File: src/rr_params.svh
`ifndef RR_PARAMS_SVH
`define RR_PARAMS_SVH

// architectural register count, r0 included
`define RR_NREGS 32

// data path and pc width
`define RR_XLEN 32

// register address width, log2 of RR_NREGS
`define RR_AW 5

// decoded micro-op width
`define RR_UOP_W 8

`endif

File: src/rr_wb_pkg.sv
`default_nettype none

`include "rr_params.svh"

package rr_wb_pkg;

    // one write-back port from a later stage
    typedef struct packed {
        logic                we;
        logic [`RR_AW-1:0]   addr;
        logic [`RR_XLEN-1:0] data;
    } rr_wb_t;

    // source operand values for one slot
    typedef struct packed {
        logic [`RR_XLEN-1:0] rj_data;
        logic [`RR_XLEN-1:0] rk_data;
    } rr_opnd_t;

endpackage

`default_nettype wire

File: src/rr_pkt_pkg.sv
`default_nettype none

`include "rr_params.svh"

package rr_pkt_pkg;

    import rr_wb_pkg::*;

    // one decoded instruction slot
    typedef struct packed {
        logic                  valid;
        logic [`RR_XLEN-1:0]   pc;
        logic [`RR_UOP_W-1:0]  uop;
        // only meaningful in slot0
        logic                  is_load;
        logic [`RR_AW-1:0]     rj;
        logic [`RR_AW-1:0]     rk;
        logic [`RR_AW-1:0]     rd;
        logic [`RR_XLEN-1:0]   imm;
    } rr_slot_t;

    // dual-issue packet from decode
    typedef struct packed {
        rr_slot_t slot0;
        rr_slot_t slot1;
    } rr_issue_t;

    // packet toward execute, slots plus their operands
    typedef struct packed {
        rr_slot_t slot0;
        rr_slot_t slot1;
        rr_opnd_t opnd0;
        rr_opnd_t opnd1;
    } rr_ex_t;

endpackage

`default_nettype wire

File: src/rr_hazard.sv
`default_nettype none

`include "rr_params.svh"

module rr_hazard
    import rr_pkt_pkg::*;
(
    input  wire logic      clk,
    input  wire logic      aresetn,
    input  wire logic      flush,
    input  wire rr_issue_t src_pkt,
    input  wire rr_slot_t  ex_slot0,
    input  wire logic      ex_valid,
    input  wire logic      ex_fire,
    output logic           load_use_stall
);

    logic [`RR_AW-1:0] ex_load_rd;
    logic [`RR_AW-1:0] past_load_rd;
    logic [`RR_AW-1:0] srcs [4];
    logic [3:0]        src_hit;

    // load destination currently sitting in execute, zero if none
    assign ex_load_rd = (ex_valid && ex_slot0.is_load) ? ex_slot0.rd : '0;

    // the load one stage beyond execute, its data is still not back
    always_ff @(posedge clk or negedge aresetn) begin
        if (!aresetn) begin
            past_load_rd <= '0;
        end else if (flush) begin
            past_load_rd <= '0;
        end else if (ex_fire) begin
            past_load_rd <= ex_load_rd;
        end
    end

    assign srcs[0] = src_pkt.slot0.rj;
    assign srcs[1] = src_pkt.slot0.rk;
    assign srcs[2] = src_pkt.slot1.rj;
    assign srcs[3] = src_pkt.slot1.rk;

    // r0 never waits on a load
    always_comb begin
        for (int i = 0; i < 4; i++) begin
            src_hit[i] = (srcs[i] != '0)
                       && (srcs[i] == ex_load_rd || srcs[i] == past_load_rd);
        end
    end

    assign load_use_stall = |src_hit;

endmodule

`default_nettype wire

File: config.mk
export PLATFORM = sky130hd
export DESIGN_NAME = rr_hazard
export DESIGN_NICKNAME = d
export VERILOG_FILES = /design/src/rr_wb_pkg.sv /design/src/rr_pkt_pkg.sv /design/src/rr_hazard.sv
export VERILOG_INCLUDE_DIRS = /design/src
export SDC_FILE = /design/constraint.sdc
export NUM_CORES = 1
export LEC_CHECK = 0
export CAP_MARGIN = 20
export CORE_AREA = 10 10 98 100
export CTS_CLUSTER_DIAMETER = 80
export DETAILED_ROUTE_END_ITERATION = 16
export DIE_AREA = 0 0 108 110
export DONT_BUFFER_PORTS = 1
export HOLD_SLACK_MARGIN = 0.05
export PLACE_DENSITY = 0.3
export SETUP_SLACK_MARGIN = 0.4
export SLEW_MARGIN = 20
export SYNTH_ARGS = -nofsm -noshare
export SYNTH_HDL_FRONTEND = slang
export SYNTH_SLANG_ARGS = --single-unit
export TNS_END_PERCENT = 50
File: constraint.sdc
create_clock -name clk -period 1.74 [get_ports clk]
set_clock_uncertainty 0.15 [all_clocks]
set_input_delay 0.087 -clock clk [delete_from_list [all_inputs] [get_ports clk]]
set_output_delay 0.087 -clock clk [all_outputs]
set_load 0.01 [all_outputs]
==> impl_results.rst, run 1 <==
.. list-table::
   :header-rows: 1

   * - Metric
     - Value
   * - Number of antenna cells inserted
     - 0
   * - Most area-consuming cells after synthesis
     - sky130_fd_sc_hd__xnor2_1 (17%), sky130_fd_sc_hd__dfrtp_1 (13%), sky130_fd_sc_hd__xor2_1 (13%)
   * - Violated checks
     - negative setup slack
   * - Pin count of the biggest net entering global routing
     - 12
   * - Cell area after layout
     - 0.00120 mm2
   * - Detail-routed net length per standard cell
     - between 15 and 20 um
   * - F_max
     - roughly 0.57 GHz
   * - Max_cap viols
     - 0
   * - RD Place Congestion
     - 0.698
   * - Cell with the most instances after synthesis
     - sky130_fd_sc_hd__xnor2_1
   * - Source-to-sink clock delay at the later pin of the worst-skew pair
     - 0.21 ns
   * - Total area of sequential cells
     - 131 um2
   * - Synthesis Warnings
     - 0
   * - Largest register FFs
     - 5
   * - Wire length of the first global-routing pass
     - 5840 um
   * - Placed Area
     - 0.00105 mm2
   * - Number of global-route vias before repair
     - 978
   * - Overall via count from detail_route
     - between 900 and 1000
   * - Root buffer cell
     - sky130_fd_sc_hd__clkbuf_8
   * - Class of the most critical setup path
     - flip-flop to output port
   * - Total area of multi-input combinational cells
     - 795 um2
   * - Final period util
     - 1.00
   * - Count of cell types in the netlist
     - 32
   * - Fraction of layout instances using a drive strength above 1
     - 0.109
   * - Area grow syn2layout
     - 26.6%
   * - I/O Buffers
     - 0
   * - Minimum clock period
     - 1.75 ns
   * - Result of the run
     - complete, but fails checks
   * - FILL cells
     - 854
   * - #FFs+latches synth
     - 5
   * - Lkg Pwr
     - ~0.37 nW
   * - Share of power burned in the clock network
     - 0.419
   * - Actual slew at the worst max-slew pin
     - 0.304 ns
   * - Number of flops mapped to enable cells by yosys
     - 0
   * - DRT antenna net count
     - 0
   * - CP required
     - 1.50 ns
   * - Num Clock Sinks
     - 5
   * - GRT Resource Usage Total
     - 0.0644
   * - Clock-pin slew of the registers on the worst-case setup and hold paths
     - 0.03 ns
   * - Dominant synthesized flop cell
     - sky130_fd_sc_hd__dfrtp_1
   * - Number of standard cells in the layout, taps in and fillers out
     - 230
   * - Cell accounting for the most synthesized area
     - sky130_fd_sc_hd__xnor2_1
   * - Core box area
     - between 0.007 and 0.008 mm2
   * - Average size of a mapped cell
     - 7.67 um2
   * - Number of setup violations in the final report
     - 1
   * - Remaining global-route overflow
     - 0
   * - Cell internal pwr
     - 0.370 mW
   * - First-iteration detailed-routing DRC count
     - 76
   * - CTS tree
     - built
   * - Top cell types by occurrence after synthesis
     - sky130_fd_sc_hd__xnor2_1 (18), sky130_fd_sc_hd__xor2_1 (14), sky130_fd_sc_hd__nor2_1 (9), sky130_fd_sc_hd__clkbuf_1 (8), sky130_fd_sc_hd__nand3_1 (8)
   * - Initial Util
     - 0.124
   * - Net Switching
     - 0.123 mW
   * - Share of the synthesized area in the top cell type
     - 0.166
   * - Antenna violations before repair
     - 0
   * - Die height
     - 110 um
   * - Part of the total power dissipated in combinational logic
     - 0.323
   * - Most flops, register
     - past_load_rd
   * - Worst min path class
     - input port to flip-flop
   * - Cell count after placement
     - 217
   * - Worst Path Arrival
     - 1.51 ns
   * - Top-level port count
     - 273
   * - Portion of the post-synthesis area used by sequential elements
     - 0.132
   * - Number of core rows
     - 32
   * - Critical path peak fanout
     - 5
   * - Largest registers
     - past_load_rd: 5 flops
   * - Sum of negative setup slack
     - -0.00778 ns
   * - Pins Over Slew Limit
     - 0
   * - Post-route total power
     - between 0.4 and 0.5 mW
   * - Count of endpoints failing hold in the final timing report
     - 0
   * - Maximum VDD drop
     - 0.357 mV
   * - WL final
     - ~3800 um
   * - Worst slew margin relative to its limit
     - 0.795
   * - Length of the first detailed-routing pass in iterations
     - 4
   * - Worst Setup Slack post-DPL
     - 0.0952 ns
   * - Synthesized instance count
     - 124
   * - Final layout net count
     - 401
   * - Sequential share of power
     - 0.257
   * - Min setup slack post-route
     - -0.00778 ns
   * - Pwr per Cell Area
     - between 400 and 500 mW/mm2
   * - Type of element capturing the critical path
     - output port
   * - DP HPWL
     - about 3100 um
   * - Setup repair after global routing missed its margin
     - true
   * - Critical path launch point type
     - flip-flop
   * - Count of H-tree levels built during CTS
     - 1
   * - Sw frac
     - 0.249
   * - Die Outline Area
     - roughly 0.012 mm2
   * - Nets in the synthesized netlist
     - 396
   * - Overall die width
     - around 110 um
   * - Vias per std cell
     - 4.04
   * - Remaining design rule violation count
     - 0
   * - Share of flip-flops with an asynchronous set or reset after synthesis
     - 1.00
   * - Summed instance area of the synthesized netlist
     - 951 um2
   * - Cts bufs inserted
     - 3
   * - CTS Buffer Depth
     - 2
==> critical path: stages (launching register included) <==
cell	delay, ns
sky130_fd_sc_hd__dfrtp_2	0.45
sky130_fd_sc_hd__xor2_1	0.18
sky130_fd_sc_hd__a211o_1	0.13
sky130_fd_sc_hd__o22ai_2	0.07
sky130_fd_sc_hd__a311oi_2	0.24
sky130_fd_sc_hd__nand4_1	0.22
==> worst paths after layout <==
path,from,endpoint,slack [ns],depth (start not counted)
min reg2reg,past_load_rd[2],past_load_rd[2],0.49,2
min,ex_slot0[47],past_load_rd[1],0.23,4
min in group asynchronous,aresetn,past_load_rd[4],0.55,2
max,past_load_rd[2],load_use_stall,-0.008,5
max in group asynchronous,aresetn,past_load_rd[3],0.68,2
max reg2reg,past_load_rd[3],past_load_rd[3],0.85,2
==> cell type report <==
| cell class | count | share of cell area |
|---|---|---|
| timing repair buffer | 11 | 0.0873 |
| multi-input combinational | 108 | 0.660 |
| tap | 102 | 0.106 |
| clock buffer | 4 | 0.0374 |
| sequential | 5 | 0.109 |
==> stage by stage <==
stage / util / hold WS (ns)
floorplan: - / -0.359
global placement: 0.137 / -0.358
detailed placement: 0.137 / -0.358
CTS: 0.156 / 0.245
global route: 0.157 / 0.270
finish: 0.157 / 0.233
==> power groups by stage <==
stage / Sequential, mW / Clock, mW / Combinational [mW]
floorplan: 0.121 / 0 / 0.131
global placement: 0.128 / 0 / 0.135
detailed placement: 0.128 / 0 / 0.134
CTS: 0.127 / 0.213 / 0.160
global route: 0.128 / 0.224 / 0.179
finish: 0.127 / 0.207 / 0.159
==> kinds of logic (layout without fill, tap and decap cells) <==
logic type             count (synthesis)  after routing  synth area share
AND/OR/NAND/NOR                       44             44             0.279
flip-flops                             5              5             0.132
buffers and inverters                 11             15            0.0460
AO/OA/AOI/OAI                         32             32             0.249
XOR/XNOR                              32             32             0.295
==> per-layer routing <==
layer	wire length [um]	up-vias	track usage	share of wire
met2	1700	25	0.0970	0.44
met3	548	2	0.0412	0.14
li1	-	476	-	-
met5	0	-	0	0
met4	3	0	0.0115	0.00079
met1	1570	426	0.0764	0.41
==> placed cells by master, fill, tap and decap left out, drive strengths merged <==
cell type	n
a211o	1
a21oi	6
a311oi	1
a31oi	7
a32oi	1
and2	1
buf	2
clkbuf	4
dfrtp	5
dlygate4sd3	9
nand2	3
nand2b	6
nand3	8
nand4	2
nand4b	1
nor2	9
nor3	4
nor4	1
nor4bb	7
o2111ai	2
o211a	2
o211ai	2
o21ai	1
o22ai	2
o2bb2ai	3
o32ai	4
or4	2
xnor2	18
xor2	14
==> what timing repair did <==
| action | in CTS | in global routing |
|---|---|---|
| buffers inserted | 0 | 0 |
| endpoints found under the hold margin | 10 | 0 |
| gates resized for setup | 5 | 2 |
| cloned | 0 | 0 |
| hold buffers | 9 | 0 |
| setup endpoints to repair | 1 | 1 |
| pin swaps | 5 | 4 |
Note: power is estimated with default switching activity, not from simulation.
==> run 2: changes to the inputs <==
--- a/config.mk
+++ b/config.mk
@@ -7,10 +7,10 @@
 export NUM_CORES = 1
 export LEC_CHECK = 0
 export CAP_MARGIN = 20
-export CORE_AREA = 10 10 98 100
+export CORE_AREA = 10 10 97 99
 export CTS_CLUSTER_DIAMETER = 80
 export DETAILED_ROUTE_END_ITERATION = 16
-export DIE_AREA = 0 0 108 110
+export DIE_AREA = 0 0 107 109
 export DONT_BUFFER_PORTS = 1
 export HOLD_SLACK_MARGIN = 0.05
 export PLACE_DENSITY = 0.3
==> constraint.sdc (replaced) <==
create_clock -name clk -period 1.74 [get_ports clk]
set_clock_uncertainty 0.15 [all_clocks]
set_input_delay 0.261 -clock clk [delete_from_list [all_inputs] [get_ports clk]]
set_output_delay 0.261 -clock clk [all_outputs]
set_load 0.01 [all_outputs]
==> impl_results.rst, run 2 (synthesized netlist as in run 1, its figures left out) <==
.. list-table::
   :header-rows: 1

   * - Metric
     - Value
   * - F_max
     - 0.515 GHz
   * - Wire length of the first global-routing pass
     - around 6200 um
   * - Violated checks
     - negative setup slack
   * - Minimum clock period
     - 1.94 ns
   * - Biggest cell delay along the critical path
     - 0.52 ns
   * - Largest register FFs
     - 5
   * - Net Switching
     - 0.126 mW
   * - Final layout net count
     - 402
   * - CTS Buffer Depth
     - 2
   * - Pin count of the biggest net entering global routing
     - 12
   * - Number of core rows
     - 32
   * - Core box area
     - 0.00753 mm2
   * - Buffers and inverters on the worst path
     - 0
   * - Family with the most delay on the worst path
     - simple AND/OR/NAND/NOR gates
   * - Sequential share of power
     - 0.256
   * - RD Place Congestion
     - around 0.74
   * - Die Outline Area
     - 0.0117 mm2
   * - Number of antenna cells inserted
     - 0
   * - Worst min path class
     - input port to flip-flop
   * - Cts bufs inserted
     - 3
   * - Most common library cell in the layout ignoring fill and taps
     - sky130_fd_sc_hd__xnor2_1
   * - Metal1 wirelength
     - about 1700 um
   * - Slowest stage cell, crit path
     - sky130_fd_sc_hd__or4_4
   * - CP required
     - between 1 and 1.5 ns
   * - Source-to-sink clock delay at the later pin of the worst-skew pair
     - ~0.22 ns
   * - Antenna violations before repair
     - 0
   * - Sum of met2 wire segment lengths after detailed routing
     - 1630 um
   * - Pins Over Slew Limit
     - 0
   * - Actual slew at the worst max-slew pin
     - 0.343 ns
   * - CTS tree
     - built
   * - Remaining global-route overflow
     - 0
   * - Commonest cells after routing, fill and taps aside
     - sky130_fd_sc_hd__xnor2_1 (18), sky130_fd_sc_hd__xor2_1 (14), sky130_fd_sc_hd__nor2_1 (9), sky130_fd_sc_hd__nand3_1 (8)
   * - Part of the total power dissipated in combinational logic
     - 0.311
   * - Length of the first detailed-routing pass in iterations
     - 4
   * - Worst slew margin relative to its limit
     - 0.771
   * - Most flops, register
     - past_load_rd
   * - Remaining design rule violation count
     - 0
   * - Critical path peak fanout
     - 5
   * - Class of the most critical setup path
     - input port to output port
   * - Total area of multi-input combinational cells
     - 786 um2
   * - Die height
     - approximately 110 um
   * - Result of the run
     - complete, but fails checks
   * - Fraction of layout instances using a drive strength above 1
     - 0.132
   * - CP cell instances
     - or4_4 > o211ai_1 > nor4_1 > a311oi_1 > nand4_1
   * - Cell area after layout
     - 0.00119 mm2
   * - Sw frac
     - 0.255
   * - Max_cap viols
     - 0
   * - Area grow syn2layout
     - 25.7%
   * - Largest registers
     - past_load_rd: 5 flops
   * - First-iteration detailed-routing DRC count
     - 72
   * - Setup repair after global routing missed its margin
     - true
   * - Pwr per Cell Area
     - 413 mW/mm2
   * - Num Clock Sinks
     - 5
   * - Worst Path Arrival
     - 1.53 ns
   * - Highest layer used for signal routing
     - met4
   * - Number of global-route vias before repair
     - 1005
   * - Cell internal pwr
     - 0.368 mW
   * - Lkg Pwr
     - roughly 0.38 nW
   * - DRT antenna net count
     - 0
   * - Initial Util
     - 0.126
   * - GRT Resource Usage Total
     - 0.0698
   * - Met3 layer wire length in the routed design
     - around 560 um
   * - Number of setup violations in the final report
     - 1
   * - Overall die width
     - 107 um
   * - Min setup slack post-route
     - -0.202 ns
   * - Final period util
     - 1.12
   * - Vias per std cell
     - roughly 4.2
   * - Overall via count from detail_route
     - 960
   * - Root buffer cell
     - sky130_fd_sc_hd__clkbuf_8
   * - Post-route total power
     - between 0.4 and 0.5 mW
   * - Total area of sequential cells
     - 131 um2
   * - Maximum VDD drop
     - 0.219 mV
   * - Type of element capturing the critical path
     - output port
   * - Placed Area
     - 0.00108 mm2
   * - Count of H-tree levels built during CTS
     - 1
   * - Share of power burned in the clock network
     - 0.433
   * - Top-level port count
     - 273
   * - Count of endpoints failing hold in the final timing report
     - 0
   * - DP HPWL
     - around 3200 um
   * - Critical path launch point type
     - input port
   * - Sum of negative setup slack
     - -0.202 ns
   * - I/O Buffers
     - 0
   * - WL final
     - 3900 um
   * - Detail-routed net length per standard cell
     - ~17 um
   * - Clock-pin slew of the registers on the worst-case setup and hold paths
     - 0.04 ns
   * - FILL cells
     - 898
==> run 2: per-layer routing <==
| layer | vias to the layer above | GRT usage |
|---|---|---|
| met5 | - | 0 |
| met4 | 0 | 0.0116 |
| met3 | 2 | 0.0466 |
| met2 | 33 | 0.102 |
| met1 | 448 | 0.0844 |
| li1 | 477 | - |
==> run 2: worst register-to-register path, cell delays in order (launching register included) <==
cell	delay (ns)
sky130_fd_sc_hd__dfrtp_2	0.46
sky130_fd_sc_hd__buf_4	0.15
sky130_fd_sc_hd__nand2b_1	0.06
sky130_fd_sc_hd__a21oi_1	0.06
==> run 2: cell type report <==
cell class / instances / area share
tap: 102 / 0.107
sequential: 5 / 0.110
multi-input combinational: 108 / 0.658
timing repair buffer: 12 / 0.0880
clock buffer: 4 / 0.0377
==> run 2: through the flow <==
stage          setup slack (ns)  utilization  hold slack, ns  std cells
5_1_grt                  -0.356        0.159          0.0530        231
6_report                 -0.202        0.159          0.0496        231
4_1_cts                  -0.223        0.157          0.0506        230
3_3_place_gp             -0.215        0.143          -0.184        221
2_1_floorplan           -0.0675            -          -0.185        124
3_5_place_dp             -0.201        0.143          -0.184        221
==> run 2: path summary, 6_finish.rpt <==
kind	from	endpoint	slack [ns]	cells past startpoint
worst max-delay path	src_pkt[131]	load_use_stall	-0.20	5
max in group asynchronous	aresetn	past_load_rd[2]	0.99	1
min in group asynchronous	aresetn	past_load_rd[3]	0.21	1
worst max register to register	past_load_rd[3]	past_load_rd[3]	0.73	3
worst min-delay path	ex_fire	past_load_rd[3]	0.05	2
worst min register to register	past_load_rd[2]	past_load_rd[2]	0.49	2
==> run 2: repair_timing <==
| action | CTS | global route |
|---|---|---|
| endpoints found under the setup margin | 1 | 1 |
| endpoints found under the hold margin | 10 | 1 |
| hold buffers | 5 | 1 |
| pin swaps | 3 | 3 |
| resized for setup | 5 | 1 |
| buffers inserted | 0 | 0 |
==> run 2: power groups by stage <==
stage / sequential, mW / clock (mW) / combinational, mW
2_1_floorplan: 0.121 / 0 / 0.131
3_3_place_gp: 0.128 / 0 / 0.137
3_5_place_dp: 0.128 / 0 / 0.137
4_1_cts: 0.127 / 0.219 / 0.152
5_1_grt: 0.127 / 0.232 / 0.172
6_report: 0.127 / 0.214 / 0.153
